<file path="src/design/i2c_pkg.sv">
`default_nettype none

package i2c_pkg;

    // ============================================================
    // bus timing
    // ============================================================
    localparam int CLK_FREQ_HZ    = 50_000_000;                  // system clock
    localparam int SCL_FREQ_HZ    = 1_000_000;                   // scl rate
    localparam int QUARTER_DIV    = CLK_FREQ_HZ / SCL_FREQ_HZ / 4; // clocks per quarter, 12
    localparam int DIV_W          = $clog2(QUARTER_DIV);        // divider width

    // ============================================================
    // phase lengths in quarters
    // ============================================================
    localparam int QUARTERS_START = 7;
    localparam int QUARTERS_BYTE  = (8 + 1) * 4;    // 8 data bits + ack
    localparam int QUARTERS_SHORT = 4;              // repeated start, stop
    localparam int ACK_QUARTER    = 32;             // first quarter of ack bit
    localparam int QCNT_W         = 6;

    typedef logic [7:0] byte_t;

    // one-hot sequencer states
    typedef enum logic [10:0] {
        st_idle        = 11'b000_0000_0001,
        st_start       = 11'b000_0000_0010,
        st_dev_addr    = 11'b000_0000_0100,
        st_reg_addr_hi = 11'b000_0000_1000,
        st_reg_addr_lo = 11'b000_0001_0000,
        st_data_wr     = 11'b000_0010_0000,
        st_restart     = 11'b000_0100_0000,
        st_dev_addr_rd = 11'b000_1000_0000,
        st_data_rd     = 11'b001_0000_0000,
        st_stop        = 11'b010_0000_0000,
        st_error       = 11'b100_0000_0000
    } i2c_state_e;

endpackage

`default_nettype wire
</file>
<file path="src/design/i2c_quarter_timer.sv">
`timescale 1ns/1ps
`default_nettype none

module i2c_quarter_timer
    import i2c_pkg::*;
(
    input  logic clk,
    input  logic rst_n,
    input  logic busy,
    output logic quarter_tick
);

    logic [DIV_W-1:0] div_cnt;
    logic             div_wrap;

    assign div_wrap = (div_cnt == DIV_W'(QUARTER_DIV - 1));

    // ============================================================
    // quarter-bit divider
    // ============================================================
    always_ff @(posedge clk or negedge rst_n) begin
        if (!rst_n) begin
            div_cnt      <= '0;
            quarter_tick <= 1'b0;
        end else if (!busy) begin
            div_cnt      <= '0;        // restart phase alignment each transaction
            quarter_tick <= 1'b0;
        end else if (div_wrap) begin
            div_cnt      <= '0;
            quarter_tick <= 1'b1;      // one-cycle pulse
        end else begin
            div_cnt      <= div_cnt + 1'b1;
            quarter_tick <= 1'b0;
        end
    end

endmodule

`default_nettype wire

</file>
<file path="config.mk">
export PLATFORM = sky130hd
export DESIGN_NAME = i2c_quarter_timer
export DESIGN_NICKNAME = d
export VERILOG_FILES = /design/src/design/i2c_pkg.sv /design/src/design/i2c_quarter_timer.sv
export SDC_FILE = /design/constraint.sdc
export NUM_CORES = 1
export LEC_CHECK = 0
export ABC_AREA = 1
export BUFFER_PORTS_ARGS = -buffer_cell sky130_fd_sc_hd__clkbuf_2
export CORE_AREA = 10 10 47 49
export CTS_CLUSTER_DIAMETER = 120
export DETAILED_ROUTE_END_ITERATION = 8
export DIE_AREA = 0 0 57 59
export HOLD_SLACK_MARGIN = 0.12
export RECOVER_POWER = 25
export REMOVE_ABC_BUFFERS = 1
export SLEW_MARGIN = 5
export SYNTH_ARGS = -nofsm -noshare
export SYNTH_HDL_FRONTEND = slang
export SYNTH_SLANG_ARGS = --single-unit
</file>
<file path="constraint.sdc">
create_clock -name clk -period 1.4 [get_ports clk]
set_clock_uncertainty 0.1 [all_clocks]
set_input_delay 0.21 -clock clk [delete_from_list [all_inputs] [get_ports clk]]
set_output_delay 0.21 -clock clk [all_outputs]
set_load 0.03 [all_outputs]
</file>
==> out/results.tsv <==
stage	metric	value	unit
cells_and_area	drive_above_1_share	22.6	%
grt	grt-ovfl-total	0	
clock_tree	cts_tree	built	
route	dr_total_vias	169	
route	dr.pass1.iters	2	
placed_design	dp_hpwl	306	um
critical_path	arrival	1160	ps
die	start_util	15.1	%
clock_tree	post_cts_buffers	0	
route	drc_errors	0	
critical_path	cp_top_family	flip-flops	
die	fp.dieW	57	um
placed_design	gp_congestion	0.751	
clock_tree	clk_path_buf_depth	2	
critical_path	end_kind	register	
die	ios	4	
grt	grt.total_usage	2.99	%
timing	max_slew_margin	82.3	%
yosys	synthTopCellsByArea	dfrtp_1 (59%), nand2_1 (7.1%), nor2_1 (7.1%)	
clock_tree	cts_max_level	1	
timing	tns	0	ps
yosys	netlist_area	211	um2
timing	rsz0062_at_grt	false	
clock_tree	cts.sinks	5	
cells_and_area	insertedDiodeCount	0	
status	status	finished, final reports clean	
grt	grt_max_degree	6	
yosys	ys_ff_latch	5	
cells_and_area	syn2layout_area_growth	37.9	%
power_and_ir_drop	powerDensity	1200	mW/mm2
timing	worst_pin_slew	266	ps
yosys	synth_top_area_share	59.2	%
critical_path	cp_max_fo	4	
critical_path	crit_required	1480	ps
power_and_ir_drop	vdd_drop_max	0.352	mV
critical_path	cp_num_buf_inv	0	
die	core_area	0.00140	mm2
placed_design	dpl_cell_area	246	um2
grt	antenna_found_initial	0	
clock_tree	clk_pin_slew_worst_paths	40	ps
route	drt_iter0_drc	2	
timing	setup_viol	0	
worst_hold_path	hold_path_class	in -> async	
timing	drv_slew	0	
timing	finalHoldViolCount	0	
yosys	netlist_instances	22	
critical_path	crit_type	reg -> reg	
critical_path	path_cells	ha_1 -> nand2_1 -> nand2_2 -> nor2_2	
critical_path	critPathSlowestCell	dfrtp_1	
grt	grt_pass1_vias	173	
timing	max_clock_freq	926	MHz
timing	finalCritPeriodShare	77.1	%
yosys	ys_types	10	
yosys	ys_seq_area_share	59.2	%
yosys	yosysTopAreaCell	dfrtp_1	
route	avgViaCountPerCell	3.60	
cells_and_area	design_area	292	um2
critical_path	max_stage_delay	410	ps
die	dieArea	0.00336	mm2
die	num_rows	14	
placed_design	io_buffers	3	
flow_run	maxCapViolCount	0	
yosys	postSynthAreaPerCell	9.61	um2
clock_tree	clock_latency	240	ps
grt	grt_pass1_wl	703	um
timing	timing.final.crit_period	1080	ps
cells_and_area	final_nets	36	
route	antenna_left	0	
power_and_ir_drop	p_leak	0.151	nW
route	drt_wl_total	391	um
clock_tree	cts_buffers	3	
route	wl_per_cell	8.32	um
die	chipHeight	59	um
yosys	yosys_warnings	0	
clock_tree	cts_root_buf	clkbuf_4	
critical_path	worst_setup_path_start_kind	register	
-- cell usage in the layout, fill, tap and decap left out --
cell | synthesis | final
clkbuf_1 | 0 | 2
clkbuf_2 | 0 | 2
clkbuf_4 | 0 | 3
dfrtp_1 | 5 | 5
dlygate4sd3_1 | 0 | 2
ha_1 | 1 | 1
inv_1 | 3 | 3
nand2_1 | 4 | 4
nand2_2 | 1 | 1
nand3_1 | 1 | 1
nand4_1 | 1 | 1
nor2_1 | 4 | 4
nor2_2 | 1 | 1
xnor2_1 | 1 | 1
-- timing repair --
item,CTS,global route
gates resized for setup,0,0
hold buffers,2,0
endpoints found under the hold margin,7,0
-- layout make-up --
cell class / count / area (um2)
clock buffers: 4 / 26.3
fillers: 159 / 1110
inverters: 3 / 11.3
multi-input cells: 14 / 75.1
well taps: 16 / 20.0
repair buffers: 5 / 33.8
flip-flops and latches: 5 / 125
-- synthesized netlist by cell type --
library cell / n
nand3_1: 1
xnor2_1: 1
nand4_1: 1
inv_1: 3
nor2_2: 1
ha_1: 1
nand2_2: 1
nand2_1: 4
nor2_1: 4
dfrtp_1: 5
-- cells by family (layout without fill, tap and decap cells) --
kind of cell | after synthesis | count (layout) | share of synthesized area (%)
XOR/XNOR | 1 | 1 | 4.14
buffers and inverters | 3 | 12 | 5.33
adder cells (fa/ha/maj) | 1 | 1 | 5.92
flip-flops | 5 | 5 | 59.2
AND/OR/NAND/NOR | 12 | 12 | 25.4
-- worst register-to-register path, stage by stage (launching register included) --
cell and delay (ps):
dfrtp_1 410, ha_1 230, nand2_1 100, nand2_2 80, nor2_2 100
-- layer usage --
layer	global-route usage, %	share of wire [%]	vias up
met3	3.00	13	0
met1	2.15	41	80
li1	-	-	84
met2	3.88	46	5
met4	4.03	0	0
met5	0	0	-
-- flip-flops by register name (all words and copies together), names as in the netlist --
name	count
quarter_tick	1
div_cnt	4
-- power by group --
part	leakage, nW	switching [W]	internal [W]
logic	0.0683	0.0000119	0.0000122
registers	0.0673	0.00000719	0.000152
clock network	0.0150	0.0000597	0.000108
-- worst paths after layout --
kind | from | endpoint | slack (ps) | cells past startpoint
worst max register to register | div_cnt[0] | div_cnt[3] | 320 | 4
min in group clk | div_cnt[0] | div_cnt[0] | 390 | 1
worst min-delay path | rst_n | quarter_tick | 260 | 2
max in group asynchronous | rst_n | div_cnt[1] | 730 | 2
worst max-delay path | div_cnt[0] | div_cnt[3] | 320 | 4
worst min register to register | div_cnt[0] | div_cnt[0] | 390 | 1
-- per-stage QoR --
stage	util, %	total power [W]	setup slack [ps]	instances	hold slack [ps]
global route	20.8	0.000379	245	47	287
floorplan	-	0.000172	386	22	-186
detailed placement	17.6	0.000182	321	41	-66.6
finish	20.8	0.000351	320	47	262
CTS	20.9	0.000359	307	47	241
global placement	17.6	0.000182	334	41	-64.9
Note: power is estimated with default switching activity, not from simulation.
