--- src/design/i2c_pkg.sv ---
`default_nettype none

package i2c_pkg;

    // ============================================================
    // bus timing
    // ============================================================
    localparam int CLK_FREQ_HZ    = 50_000_000;                  // system clock
    localparam int SCL_FREQ_HZ    = 1_000_000;                   // scl rate
    localparam int QUARTER_DIV    = CLK_FREQ_HZ / SCL_FREQ_HZ / 4; // clocks per quarter, 12
    localparam int DIV_W          = $clog2(QUARTER_DIV);        // divider width

    // ============================================================
    // phase lengths in quarters
    // ============================================================
    localparam int QUARTERS_START = 7;
    localparam int QUARTERS_BYTE  = (8 + 1) * 4;    // 8 data bits + ack
    localparam int QUARTERS_SHORT = 4;              // repeated start, stop
    localparam int ACK_QUARTER    = 32;             // first quarter of ack bit
    localparam int QCNT_W         = 6;

    typedef logic [7:0] byte_t;

    // one-hot sequencer states
    typedef enum logic [10:0] {
        st_idle        = 11'b000_0000_0001,
        st_start       = 11'b000_0000_0010,
        st_dev_addr    = 11'b000_0000_0100,
        st_reg_addr_hi = 11'b000_0000_1000,
        st_reg_addr_lo = 11'b000_0001_0000,
        st_data_wr     = 11'b000_0010_0000,
        st_restart     = 11'b000_0100_0000,
        st_dev_addr_rd = 11'b000_1000_0000,
        st_data_rd     = 11'b001_0000_0000,
        st_stop        = 11'b010_0000_0000,
        st_error       = 11'b100_0000_0000
    } i2c_state_e;

endpackage

`default_nettype wire
--- src/design/i2c_shift_if.sv ---
`timescale 1ns/1ps
`default_nettype none

interface i2c_shift_if
    import i2c_pkg::*;
();

    logic  load;       // take load_byte
    byte_t load_byte;
    logic  shift_out;  // shift left, zero fill
    logic  shift_in;   // shift left, take in_bit
    logic  in_bit;
    logic  msb;        // bit on the wire when sending
    byte_t data;

    modport seq (
        output load, load_byte, shift_out, shift_in, in_bit,
        input  msb, data
    );

    modport shifter (
        input  load, load_byte, shift_out, shift_in, in_bit,
        output msb, data
    );

endinterface

`default_nettype wire

--- src/design/i2c_byte_shifter.sv ---
`timescale 1ns/1ps
`default_nettype none

module i2c_byte_shifter
    import i2c_pkg::*;
(
    input  logic           clk,
    input  logic           rst_n,
    i2c_shift_if.shifter   sh
);

    byte_t sreg;

    // ============================================================
    // shift register
    // ============================================================
    // load wins over both shifts; the sequencer never asks for
    // shift_out and shift_in in the same phase
    always_ff @(posedge clk or negedge rst_n) begin
        if (!rst_n) begin
            sreg <= '0;
        end else if (sh.load) begin
            sreg <= sh.load_byte;                 // next byte at phase boundary
        end else if (sh.shift_out) begin
            sreg <= {sreg[6:0], 1'b0};            // next bit to msb
        end else if (sh.shift_in) begin
            sreg <= {sreg[6:0], sh.in_bit};       // msb first from the bus
        end
    end

    assign sh.msb  = sreg[7];
    assign sh.data = sreg;       // read data once data_rd is over

endmodule

`default_nettype wire

--- src/flat_wrapper.sv ---
// flat-port wrapper written by rule: the top's interface ports become plain ports
module i2c_byte_shifter_flat import i2c_pkg::*;
  (clk, rst_n, sh_load, sh_load_byte, sh_shift_out, sh_shift_in, sh_in_bit, sh_msb, sh_data);
  i2c_shift_if sh_i ();
  input  logic clk;
  input  logic rst_n;
  input wire logic [$bits(sh_i.load)-1:0] sh_load;
  input wire logic [$bits(sh_i.load_byte)-1:0] sh_load_byte;
  input wire logic [$bits(sh_i.shift_out)-1:0] sh_shift_out;
  input wire logic [$bits(sh_i.shift_in)-1:0] sh_shift_in;
  input wire logic [$bits(sh_i.in_bit)-1:0] sh_in_bit;
  output wire logic [$bits(sh_i.msb)-1:0] sh_msb;
  output wire logic [$bits(sh_i.data)-1:0] sh_data;
  assign sh_i.load = sh_load;
  assign sh_i.load_byte = sh_load_byte;
  assign sh_i.shift_out = sh_shift_out;
  assign sh_i.shift_in = sh_shift_in;
  assign sh_i.in_bit = sh_in_bit;
  assign sh_msb = sh_i.msb;
  assign sh_data = sh_i.data;
  i2c_byte_shifter u_core (.clk(clk), .rst_n(rst_n), .sh(sh_i));
endmodule
--- config.mk ---
export PLATFORM = sky130hd
export DESIGN_NAME = i2c_byte_shifter_flat
export DESIGN_NICKNAME = d
export VERILOG_FILES = /design/src/design/i2c_pkg.sv /design/src/design/i2c_shift_if.sv /design/src/design/i2c_byte_shifter.sv /design/src/flat_wrapper.sv
export SDC_FILE = /design/constraint.sdc
export NUM_CORES = 1
export LEC_CHECK = 0
export ABC_AREA = 1
export BUFFER_PORTS_ARGS = -buffer_cell sky130_fd_sc_hd__buf_2
export CAP_MARGIN = 20
export CORE_AREA = 2 2 39 41
export DETAILED_ROUTE_END_ITERATION = 6
export DIE_AREA = 0 0 41 43
export PLACE_DENSITY_LB_ADDON = 0.2
export SYNTH_ARGS = -nofsm -noshare
export SYNTH_HDL_FRONTEND = slang
export SYNTH_SLANG_ARGS = --single-unit
--- constraint.sdc ---
create_clock -name clk -period 1.1 [get_ports clk]
set_clock_uncertainty 0.2 [all_clocks]
set_input_delay 0.165 -clock clk [delete_from_list [all_inputs] [get_ports clk]]
set_output_delay 0.165 -clock clk [all_outputs]
set_load 0.01 [all_outputs]
==> metrics.csv <==
stage;metric;value;unit
outcome;outcome;finished with violations;
outcome;violations;hold timing, setup timing;
sta;setup_viol;9;
placement;port_buffers;22;
drt;vias;460;
die;die_w;41;µm
cells_and_area;regArea;200;µm²
sta;max_slew.worst_pin.slew;201;ps
clock_network;cts_tree;done;
clock_network;clk_path_buf_depth;2;
clock_network;clk_pin_slew;60;ps
sta;max_freq;874;MHz
drt;via_per_inst;4.07;
drt;antenna_left;0;
pwr;clockPowerShare;0.271;
pwr;power-per-cell-area;1190;nW/µm²
worst_setup_path;worst_setup_path_start_kind;flip-flop;
drt;routedWlPerCell;8.91;µm
worst_setup_path;cp.depth;1;
pwr;switching_share;0.282;
sta;worst_slack;-43.7;ps
drt;drc;0;
synthesis;synthesis.area;458;µm²
sta;fin_crit_sh;1.04;
pwr;leakage;0.000421;µW
min_path;hp-class;in2reg;
pwr;p_seq_frac;0.430;
sta;whs;-3.11;ps
worst_setup_path;critical_path.max_stage_delay;390;ps
worst_setup_path;critPathArrivalTime;780;ps
worst_setup_path;crit_type;reg2out;
synthesis;synth_cells;64;
sta;grt_setup_unrepaired;yes;
job;max-cap-violations;0;
clock_network;insertion_delay;250;ps
drt;drt_first_pass_iters;2;
synthesis;syn_nets;78;
die;rows;14;
global_routing;grt_pass1_wl;1600;µm
sta;relSlewSlack;0.866;
worst_setup_path;crit_family;flip-flops;
sta;layout_min_cycle_time;1140;ps
die;ioPinCount;23;
sta;finalSetupTns;-249;ps
worst_setup_path;cp-end-kind;primary output;
global_routing;grt_antenna_before_repair;0;
synthesis;ys_warn_count;0;
placement;hpwl;706;µm
sta;maxSlewViolCount;0;
placement;gp_congestion;0.779;
drt;drtIter0Drc;4;
cells_and_area;syn_to_final_growth;47.8;%
cells_and_area;fillCellCount;158;
cells_and_area;n_antenna_cell;0;
min_path;hold_depth;5;
global_routing;grt_pass1_vias;412;
synthesis;ys_seq_area_frac;0.437;
synthesis;ys_ff_latch;8;
worst_setup_path;critPathMaxFanout;2;
worst_setup_path;reg2reg_depth;5;
synthesis;syn_area_per_cell;7.16;µm²
cells_and_area;drive_above_1_share;0.412;
cells_and_area;largest_reg_flops;8;
pwr;netSwitchingPower;226;µW
worst_setup_path;path_cells;buf_2;
global_routing;grt_overflow;0;
worst_setup_path;crit_required;730;ps
clock_network;htree_levels;1;
pwr;vdd_drop_max;641;µV
die;die_area;1760;µm²
worst_setup_path;cp_num_buf_inv;1;
sta;hold_viol;1;
global_routing;grt_max_degree;16;
pwr;combPwrFrac;0.298;
clock_network;cts_root_buf;clkbuf_4;
cells_and_area;multi_input_area;185;µm²
pwr;p_int;577;µW
clock_network;cts.sinks;8;
worst_setup_path;slowest_stage;dfrtp_1;
cells_and_area;nets;113;
global_routing;grt_usage;0.136;
die;coreArea;1380;µm²
clock_network;cts-buffers-inserted;3;
drt;drt_wl_total;1010;µm
die;start_util;0.331;
synthesis;synth_cell_types;11;
die;die_h;43;µm
## cells by family after synthesis
| kind of cell | share of synthesized area |
|---|---|
| flip-flops | 0.437 |
| AO/OA/AOI/OAI | 0.0765 |
| buffers and inverters | 0.167 |
| AND/OR/NAND/NOR | 0.320 |
## synthesized netlist by cell type, drive strengths merged
library cell   n  share of area
bufinv         1          0.038
buf            2          0.041
nor2           1          0.014
nand3          1          0.011
nand2         34           0.30
inv           10          0.087
o21ai          7          0.076
dfrtp          8           0.44
## final cells by class
class                   instances  share of cell area
flip-flops and latches          8               0.296
repair buffers                 32               0.283
clock buffers                   3              0.0333
well taps                      16              0.0296
inverters                      11              0.0850
multi-input cells              43               0.274
## stage by stage
step | power, µW | cells | setup WS, ps | cell area (µm²) | utilization
CTS | 798 | 112 | -40.6 | 662 | 0.478
global route | 855 | 113 | -65.7 | 677 | 0.489
floorplan | 459 | 64 | 161 | 458 | -
detailed placement | 534 | 101 | 50.8 | 577 | 0.417
global placement | 534 | 101 | 67.0 | 577 | 0.417
finish | 803 | 113 | -43.7 | 677 | 0.489
## power by group through the flow
stage,clock network [µW],registers (µW),logic (µW)
after floorplan,0,370,88.8
final,218,346,240
after global routing,235,349,271
after global placement,0,356,178
after CTS,222,344,232
after detailed placement,0,356,179
## layer usage
metal / wire length [µm] / share of wire / vias up / GRT usage
met3: 63 / 0.063 / 2 / 0.0471
met5: 0 / 0 / - / 0
met1: 493 / 0.49 / 186 / 0.179
met2: 434 / 0.43 / 16 / 0.194
li1: - / - / 256 / -
met4: 16 / 0.016 / 0 / 0.0600
## layout by cell type, fill, tap and decap left out, types with 3 or more instances in the layout
| cell type | n |
|---|---|
| inv_1 | 8 |
| dfrtp_1 | 8 |
| buf_2 | 22 |
| nand2_1 | 33 |
| buf_4 | 8 |
| o21ai_1 | 6 |
| clkbuf_4 | 3 |
## worst paths after layout
path | startpoint | to | slack, ps
min in group asynchronous | rst_n | u_core.sh.data[4]$_DFFE_PN0P_ | 80
hold / removal | sh_load_byte[0] | u_core.sh.data[0]$_DFFE_PN0P_ | -3
max in group asynchronous | rst_n | u_core.sh.data[2]$_DFFE_PN0P_ | 450
hold reg to reg | u_core.sh.data[6]$_DFFE_PN0P_ | u_core.sh.data[6]$_DFFE_PN0P_ | 370
setup reg to reg | u_core.sh.data[2]$_DFFE_PN0P_ | u_core.sh.data[3]$_DFFE_PN0P_ | 70
setup / recovery | u_core.sh.data[1]$_DFFE_PN0P_ | sh_data[1] | -40
## repair_timing
item / 4_1_cts / 5_1_grt
setup buffers: 7 / 1
endpoints found under the hold margin: 8 / 0
pin swaps: 0 / 3
gates resized for setup: 0 / 3
endpoints found under the setup margin: 9 / 11
hold buffers: 1 / 0
No activity file was read; power rests on OpenSTA's default activity.
