File: config.mk
export PLATFORM = sky130hd
export DESIGN_NAME = i2c_sequencer_flat
export DESIGN_NICKNAME = d
export VERILOG_FILES = /design/src/design/i2c_pkg.sv /design/src/design/i2c_shift_if.sv /design/src/design/i2c_sequencer.sv /design/src/flat_wrapper.sv
export SDC_FILE = /design/constraint.sdc
export NUM_CORES = 1
export LEC_CHECK = 0
export BUFFER_PORTS_ARGS = -buffer_cell sky130_fd_sc_hd__buf_2
export CAP_MARGIN = 20
export CORE_MARGIN = 2
export CORE_UTILIZATION = 49
export DETAILED_ROUTE_END_ITERATION = 16
export PLACE_DENSITY = 0.74
export SYNTH_ARGS = -nofsm -noshare
export SYNTH_HDL_FRONTEND = slang
export SYNTH_SLANG_ARGS = --single-unit
File: constraint.sdc
create_clock -name clk -period 3.2 [get_ports clk]
set_input_delay 0.48 -clock clk [delete_from_list [all_inputs] [get_ports clk]]
set_output_delay 0.48 -clock clk [all_outputs]
set_load 0.01 [all_outputs]
File: src/design/i2c_pkg.sv
`default_nettype none

package i2c_pkg;

    // ============================================================
    // bus timing
    // ============================================================
    localparam int CLK_FREQ_HZ    = 50_000_000;                  // system clock
    localparam int SCL_FREQ_HZ    = 1_000_000;                   // scl rate
    localparam int QUARTER_DIV    = CLK_FREQ_HZ / SCL_FREQ_HZ / 4; // clocks per quarter, 12
    localparam int DIV_W          = $clog2(QUARTER_DIV);        // divider width

    // ============================================================
    // phase lengths in quarters
    // ============================================================
    localparam int QUARTERS_START = 7;
    localparam int QUARTERS_BYTE  = (8 + 1) * 4;    // 8 data bits + ack
    localparam int QUARTERS_SHORT = 4;              // repeated start, stop
    localparam int ACK_QUARTER    = 32;             // first quarter of ack bit
    localparam int QCNT_W         = 6;

    typedef logic [7:0] byte_t;

    // one-hot sequencer states
    typedef enum logic [10:0] {
        st_idle        = 11'b000_0000_0001,
        st_start       = 11'b000_0000_0010,
        st_dev_addr    = 11'b000_0000_0100,
        st_reg_addr_hi = 11'b000_0000_1000,
        st_reg_addr_lo = 11'b000_0001_0000,
        st_data_wr     = 11'b000_0010_0000,
        st_restart     = 11'b000_0100_0000,
        st_dev_addr_rd = 11'b000_1000_0000,
        st_data_rd     = 11'b001_0000_0000,
        st_stop        = 11'b010_0000_0000,
        st_error       = 11'b100_0000_0000
    } i2c_state_e;

endpackage

`default_nettype wire
File: src/design/i2c_shift_if.sv
`timescale 1ns/1ps
`default_nettype none

interface i2c_shift_if
    import i2c_pkg::*;
();

    logic  load;       // take load_byte
    byte_t load_byte;
    logic  shift_out;  // shift left, zero fill
    logic  shift_in;   // shift left, take in_bit
    logic  in_bit;
    logic  msb;        // bit on the wire when sending
    byte_t data;

    modport seq (
        output load, load_byte, shift_out, shift_in, in_bit,
        input  msb, data
    );

    modport shifter (
        input  load, load_byte, shift_out, shift_in, in_bit,
        output msb, data
    );

endinterface

`default_nettype wire

File: src/design/i2c_sequencer.sv
`timescale 1ns/1ps
`default_nettype none

module i2c_sequencer
    import i2c_pkg::*;
(
    input  logic        clk,
    input  logic        rst_n,
    input  logic        exec,
    input  logic        rd,
    input  logic        addr16,
    input  logic [6:0]  dev_addr,
    input  logic [15:0] reg_addr,
    input  byte_t       wr_data,
    input  logic        quarter_tick,
    output logic        busy,
    i2c_shift_if.seq    sh,
    input  logic        sda_in,
    output logic        scl,
    output logic        sda_oe,
    output logic        sda_o,
    output logic        done,
    output logic        err
);

    i2c_state_e        state, state_nxt;
    logic [QCNT_W-1:0] qcnt;
    logic [QCNT_W-1:0] q_last;
    logic              phase_end;
    logic              tx_phase;
    logic              nack;
    logic              rd_q, addr16_q;
    logic [6:0]        dev_q;
    logic [15:0]       reg_q;
    byte_t             wdata_q;

    assign busy      = (state != st_idle);
    assign phase_end = quarter_tick && (qcnt == q_last);
    assign tx_phase  = (state == st_dev_addr) || (state == st_reg_addr_hi) ||
                       (state == st_reg_addr_lo) || (state == st_data_wr) ||
                       (state == st_dev_addr_rd);

    always_comb begin
        case (state)
            st_start:            q_last = QCNT_W'(QUARTERS_START - 1);
            st_restart, st_stop: q_last = QCNT_W'(QUARTERS_SHORT - 1);
            st_idle, st_error:   q_last = '0;
            default:             q_last = QCNT_W'(QUARTERS_BYTE - 1);
        endcase
    end

    // ============================================================
    // phase sequencing
    // ============================================================
    always_comb begin
        state_nxt = state;
        case (state)
            st_idle:        if (exec) state_nxt = st_start;
            st_start:       if (phase_end) state_nxt = st_dev_addr;
            st_dev_addr:    if (phase_end) state_nxt = nack ? st_error :
                                (addr16_q ? st_reg_addr_hi : st_reg_addr_lo);
            st_reg_addr_hi: if (phase_end) state_nxt = nack ? st_error : st_reg_addr_lo;
            st_reg_addr_lo: if (phase_end) state_nxt = nack ? st_error :
                                (rd_q ? st_restart : st_data_wr);
            st_data_wr:     if (phase_end) state_nxt = nack ? st_error : st_stop;
            st_restart:     if (phase_end) state_nxt = st_dev_addr_rd;
            st_dev_addr_rd: if (phase_end) state_nxt = nack ? st_error : st_data_rd;
            st_data_rd:     if (phase_end) state_nxt = st_stop;
            st_stop:        if (phase_end) state_nxt = st_idle;
            default:        state_nxt = st_idle;    // error lasts one clock
        endcase
    end

    always_ff @(posedge clk or negedge rst_n) begin
        if (!rst_n) begin
            state    <= st_idle;
            qcnt     <= '0;
            rd_q     <= 1'b0;
            addr16_q <= 1'b0;
        end else begin
            state <= state_nxt;
            if (state == st_idle && exec) begin
                rd_q     <= rd;
                addr16_q <= addr16;
            end
            if (!busy || state == st_error) begin
                qcnt <= '0;
            end else if (quarter_tick) begin
                qcnt <= phase_end ? '0 : qcnt + 1'b1;
            end
        end
    end

    // request fields, held for the whole transaction
    always_ff @(posedge clk) begin
        if (state == st_idle && exec) begin
            dev_q   <= dev_addr;
            reg_q   <= reg_addr;
            wdata_q <= wr_data;
        end
    end

    // ============================================================
    // byte shifter control
    // ============================================================
    always_comb begin
        sh.load      = 1'b0;
        sh.load_byte = '0;
        case (state_nxt)
            st_dev_addr:    sh.load_byte = {dev_q, 1'b0};
            st_reg_addr_hi: sh.load_byte = reg_q[15:8];
            st_reg_addr_lo: sh.load_byte = reg_q[7:0];
            st_data_wr:     sh.load_byte = wdata_q;
            st_dev_addr_rd: sh.load_byte = {dev_q, 1'b1};
            default:        sh.load_byte = '0;
        endcase
        if (phase_end &&
            (state_nxt == st_dev_addr || state_nxt == st_reg_addr_hi ||
             state_nxt == st_reg_addr_lo || state_nxt == st_data_wr ||
             state_nxt == st_dev_addr_rd)) begin
            sh.load = 1'b1;
        end
    end

    // send while scl is low, sample in the middle of scl high
    assign sh.shift_out = quarter_tick && tx_phase && (qcnt[1:0] == 2'd3) &&
                          (qcnt < ACK_QUARTER);
    assign sh.shift_in  = quarter_tick && (state == st_data_rd) &&
                          (qcnt[1:0] == 2'd1) && (qcnt < ACK_QUARTER);
    assign sh.in_bit    = sda_in;

    // ============================================================
    // bus drive
    // ============================================================
    always_comb begin
        sda_oe = 1'b0;
        sda_o  = 1'b1;
        case (state)
            st_start: begin
                sda_oe = 1'b1;
                sda_o  = (qcnt < 'd5);              // falls after quarter 4 while scl high
            end
            st_restart: begin
                sda_oe = 1'b1;
                sda_o  = (qcnt < 'd2);
            end
            st_stop: begin
                sda_oe = 1'b1;
                sda_o  = (qcnt >= 'd2);             // rises while scl high
            end
            st_data_rd: sda_oe = (qcnt >= ACK_QUARTER);  // nack bit driven high
            default: begin
                if (tx_phase) begin
                    sda_oe = (qcnt < ACK_QUARTER);  // released for slave ack
                    sda_o  = sh.msb;
                end
            end
        endcase
    end

    always_ff @(posedge clk or negedge rst_n) begin
        if (!rst_n) begin
            scl <= 1'b1;
        end else if (state == st_idle || state == st_error) begin
            scl <= 1'b1;
        end else if (quarter_tick) begin
            case (state)
                st_start: begin
                    if (qcnt == 'd1)
                        scl <= 1'b1;
                    else if (qcnt == 'd5)
                        scl <= 1'b0;
                end
                st_stop: if (qcnt == '0) scl <= 1'b1;   // stays high to the end
                default: begin
                    if (qcnt[1:0] == 2'd0)
                        scl <= 1'b1;
                    else if (qcnt[1:0] == 2'd2)
                        scl <= 1'b0;
                end
            endcase
        end
    end

    // ============================================================
    // ack and status
    // ============================================================
    always_ff @(posedge clk or negedge rst_n) begin
        if (!rst_n) begin
            nack <= 1'b0;
            done <= 1'b0;
            err  <= 1'b0;
        end else begin
            if (quarter_tick && tx_phase && qcnt == QCNT_W'(ACK_QUARTER + 1))
                nack <= sda_in;                     // high level means no ack
            done <= (state == st_stop) && phase_end;
            err  <= (state == st_error);
        end
    end

endmodule

`default_nettype wire

File: src/flat_wrapper.sv
// flat-port wrapper written by rule: the top's interface ports become plain ports
module i2c_sequencer_flat import i2c_pkg::*;
  (clk, rst_n, exec, rd, addr16, dev_addr, reg_addr, wr_data, quarter_tick, busy, sda_in, scl, sda_oe, sda_o, done, err, sh_load, sh_load_byte, sh_shift_out, sh_shift_in, sh_in_bit, sh_msb, sh_data);
  i2c_shift_if sh_i ();
  input  logic clk;
  input  logic rst_n;
  input  logic exec;
  input  logic rd;
  input  logic addr16;
  input  logic [6:0] dev_addr;
  input  logic [15:0] reg_addr;
  input  byte_t wr_data;
  input  logic quarter_tick;
  output logic busy;
  input  logic sda_in;
  output logic scl;
  output logic sda_oe;
  output logic sda_o;
  output logic done;
  output logic err;
  output wire logic [$bits(sh_i.load)-1:0] sh_load;
  output wire logic [$bits(sh_i.load_byte)-1:0] sh_load_byte;
  output wire logic [$bits(sh_i.shift_out)-1:0] sh_shift_out;
  output wire logic [$bits(sh_i.shift_in)-1:0] sh_shift_in;
  output wire logic [$bits(sh_i.in_bit)-1:0] sh_in_bit;
  input wire logic [$bits(sh_i.msb)-1:0] sh_msb;
  input wire logic [$bits(sh_i.data)-1:0] sh_data;
  assign sh_load = sh_i.load;
  assign sh_load_byte = sh_i.load_byte;
  assign sh_shift_out = sh_i.shift_out;
  assign sh_shift_in = sh_i.shift_in;
  assign sh_in_bit = sh_i.in_bit;
  assign sh_i.msb = sh_msb;
  assign sh_i.data = sh_data;
  i2c_sequencer u_core (.clk(clk), .rst_n(rst_n), .exec(exec), .rd(rd), .addr16(addr16), .dev_addr(dev_addr), .reg_addr(reg_addr), .wr_data(wr_data), .quarter_tick(quarter_tick), .busy(busy), .sh(sh_i), .sda_in(sda_in), .scl(scl), .sda_oe(sda_oe), .sda_o(sda_o), .done(done), .err(err));
endmodule
==> impl_metrics.yaml <==
status:
  status: "finished with violations"
  violations: "negative setup slack"
place:
  placed_cells: 405
  portBuffers: 56
  hpwl_mm: 4.84
  gp_congestion: 0.881
  postPlaceCellArea_mm2: 0.00346
floorplan:
  num_io_pins: 65
  dieWidth_um: 80.4
  die_area_mm2: 0.00646
  core_area_mm2: 0.00557
  die_y_um: 80.4
  row_count: 27
  initial_utilization_pct: 51.3
worst_setup_path:
  end_kind: "output port"
  rr_endpoint: "u_core.qcnt[4]"
  cp-start-kind: "flop"
  arrival_ns: 3.15
  crit_required_ns: 2.72
  worstRegToRegCells: 11
  reg2reg_from: "u_core.state[1]"
  crit_type: "flop to output port"
  path_max_fanout: 5
  ff2ff_setup_slack_ns: 0.21
grt:
  antenna_found_initial: 0
  overflow: 0
  grt_start_max_net_pins: 34
  grt_usage_pct: 22.0
  grt_pass1_vias: 2269
  grt_pass1_wl_mm: 10.8
synth:
  syn_nets: 300
  synthDistinctLibCells: 62
  ys_seq_elements: 54
  yosysWarnings: 0
  syn_area_per_cell_um2: 11.5
  async_flop_share_pct: 42.6
  netlist_area_mm2: 0.00286
  synth_edf_count: 31
  synthFlopType: "edfxtp_1"
  ys_seq_area_share_pct: 52.8
  synthesis.instances: 249
timing:
  rsz0062_at_grt: "true"
  period_minus_slack_ns: 3.63
  slew_violations: 0
  final.period_utilization_pct: 113
  maxSlewHeadroom_pct: 63.4
  fin_skew_ns: 0.0151
  fmax_ghz: 0.276
  worst_pin_slew_ns: 0.549
  setup_viol: 9
  setup_slack_ns: -0.426
  hold_viol: 0
drt:
  initialDrtViolationCount: 203
  vias: 2400
  wl_met1_mm: 2.81
  drtPass1Iterations: 4
  antenna_left: 0
  routed.top_layer: "met4"
  vias_per_cell: 5.74
  wl_met2_mm: 3.41
  drc: 0
  routed_wl_mm: 6.82
  wl_per_cell_um: 16.3
  routed-wl-met3_um: 530
worst_hold_path:
  hold_class: "primary input to asynchronous set/reset pin"
clock_tree:
  clk_latency_ns: 0.32
  htreeDepth: 2
  cts_tree: "built"
  ctsHoldBuffers: 0
  tritoncts.num_buffers: 5
  cts-root-buf: "clkbuf_8"
  clock_path_buffers: 2
  cts.clk_slew.worst_paths_ns: 0.11
  clock_sinks: 54
finish:
  n_antenna_cell: 0
  fin_nets: 396
  drive_gt1_share_pct: 40.8
  final_cell_area_mm2: 0.00373
  fin_cells: 418
  areaGrowthSynthToFinish_pct: 30.4
  fillCellCount: 452
pwr:
  p_total_mw: 2.32
  p_per_area_mw_per_mm2: 623
  leakage_nw: 1.64
  peakVddDrop_uv: 415
flow_run:
  maxCapViolCount: 0
-- layer usage --
metal	global-route usage (%)	vias up
li1	-	1146
met1	29.6	1156
met2	35.6	88
met3	5.96	10
met4	5.42	0
met5	0	-
-- power breakdown --
group	internal, mW	switching, mW
combinational	0.432	0.450
sequential	0.890	0.0722
clock	0.239	0.240
-- how the worst max path moves through the flow --
stage,start,to,slack (ns)
3_5_place_dp,u_core.state[0],sh_load_byte[4],-0.26
2_1_floorplan,u_core.state[2],sh_load,0.001
6_report,u_core.state[1],sh_load,-0.43
5_1_grt,u_core.state[1],sh_load,-0.54
3_3_place_gp,u_core.state[1],sh_load_byte[2],-0.25
4_1_cts,u_core.state[1],sh_load_byte[6],-0.39
-- synth_stat cells, drive strengths merged (7+ instances only) --
| master | instances | area (um^2) |
|---|---|---|
| nand2 | 24 | 90.1 |
| nor4 | 7 | 58.8 |
| mux2i | 8 | 104 |
| edfxtp | 31 | 931 |
| a21oi | 10 | 61.3 |
| dfrtp | 21 | 526 |
| a221o | 8 | 80.1 |
| buf | 12 | 76.3 |
| nor2b | 8 | 50.1 |
| nor2 | 19 | 71.3 |
| a32o | 7 | 70.1 |
| o21ai | 9 | 45.0 |
-- final cells by class --
cell class / count / area, um^2 / area share, %
Timing Repair Buffer: 103 / 652 / 17.5
Inverter: 6 / 22.5 / 0.604
Clock buffer: 5 / 68.8 / 1.85
Sequential cell: 54 / 1510 / 40.5
Clock inverter: 3 / 48.8 / 1.31
Multi-Input combinational cell: 175 / 1340 / 35.9
Tap cell: 72 / 90.1 / 2.42
-- worst max-delay path, stage by stage (launching register included) --
cell and delay (ns):
dfrtp_1 0.42, or4_4 0.54, a2bb2o_4 0.25, a211oi_4 0.07, and4_4 0.19, o221a_4 0.32
buf_6 0.15, mux2i_4 0.21, or2_1 0.24, o41a_1 0.29, buf_2 0.15
-- cells by family (layout without fill, tap and decap cells) --
group | count (synthesis) | after routing | share of synthesized area (%)
adder cells (fa/ha/maj) | 4 | 4 | 1.75
XOR/XNOR | 5 | 5 | 1.53
AO/OA/AOI/OAI | 56 | 56 | 15.8
multiplexers | 11 | 12 | 4.81
buffers and inverters | 21 | 117 | 3.85
flip-flops | 54 | 54 | 52.8
AND/OR/NAND/NOR | 98 | 98 | 19.4
-- stage by stage --
stage | TNS (ns) | setup WS (ns) | util (%) | hold slack [ns]
6_report | -3.56 | -0.426 | 66.9 | 0.121
5_1_grt | -4.63 | -0.542 | 66.9 | 0.165
4_1_cts | -3.27 | -0.394 | 66.6 | 0.144
3_5_place_dp | -2.21 | -0.260 | 62.2 | 0.495
3_3_place_gp | -2.12 | -0.252 | 62.2 | 0.491
2_1_floorplan | 0 | 0.000984 | - | 0.184
-- cells in the final DEF (no fill, tap or decap), types with 3 or more instances in the layout --
cell type,netlist,routed
buf_2,7,56
buf_4,2,42
edfxtp_1,31,31
nand2_1,24,24
dfrtp_1,21,21
nor2_1,19,18
a21oi_1,9,9
nor2b_1,8,8
o21ai_0,9,8
a221o_1,8,8
a32o_1,7,7
inv_1,6,6
nand4_1,5,5
and3_1,5,5
nor4_1,6,5
clkbuf_8,0,5
buf_6,2,5
mux2i_1,4,4
ha_1,4,4
xnor2_1,3,3
mux2_2,3,3
a31oi_1,3,3
nand3_1,3,3
mux2i_4,1,3
nand2b_1,3,3
-- registers in the layout, summed over array words and instances, names as in the netlist --
| name | count |
|---|---|
| u_core.rd_q | 1 |
| u_core.nack | 1 |
| u_core.state | 11 |
| u_core.done | 1 |
| u_core.addr16_q | 1 |
| u_core.err | 1 |
| u_core.dev_q | 7 |
| u_core.wdata_q | 8 |
| u_core.scl | 1 |
| u_core.reg_q | 16 |
| u_core.qcnt | 6 |
-- repair_timing --
action                                  in CTS  in global routing
buffers inserted                             4                  0
endpoints found under the setup margin       9                 10
resized for setup                           17                  3
pin swaps                                    7                  3
cloned                                       1                  0
(Power assumes the default switching activity.)
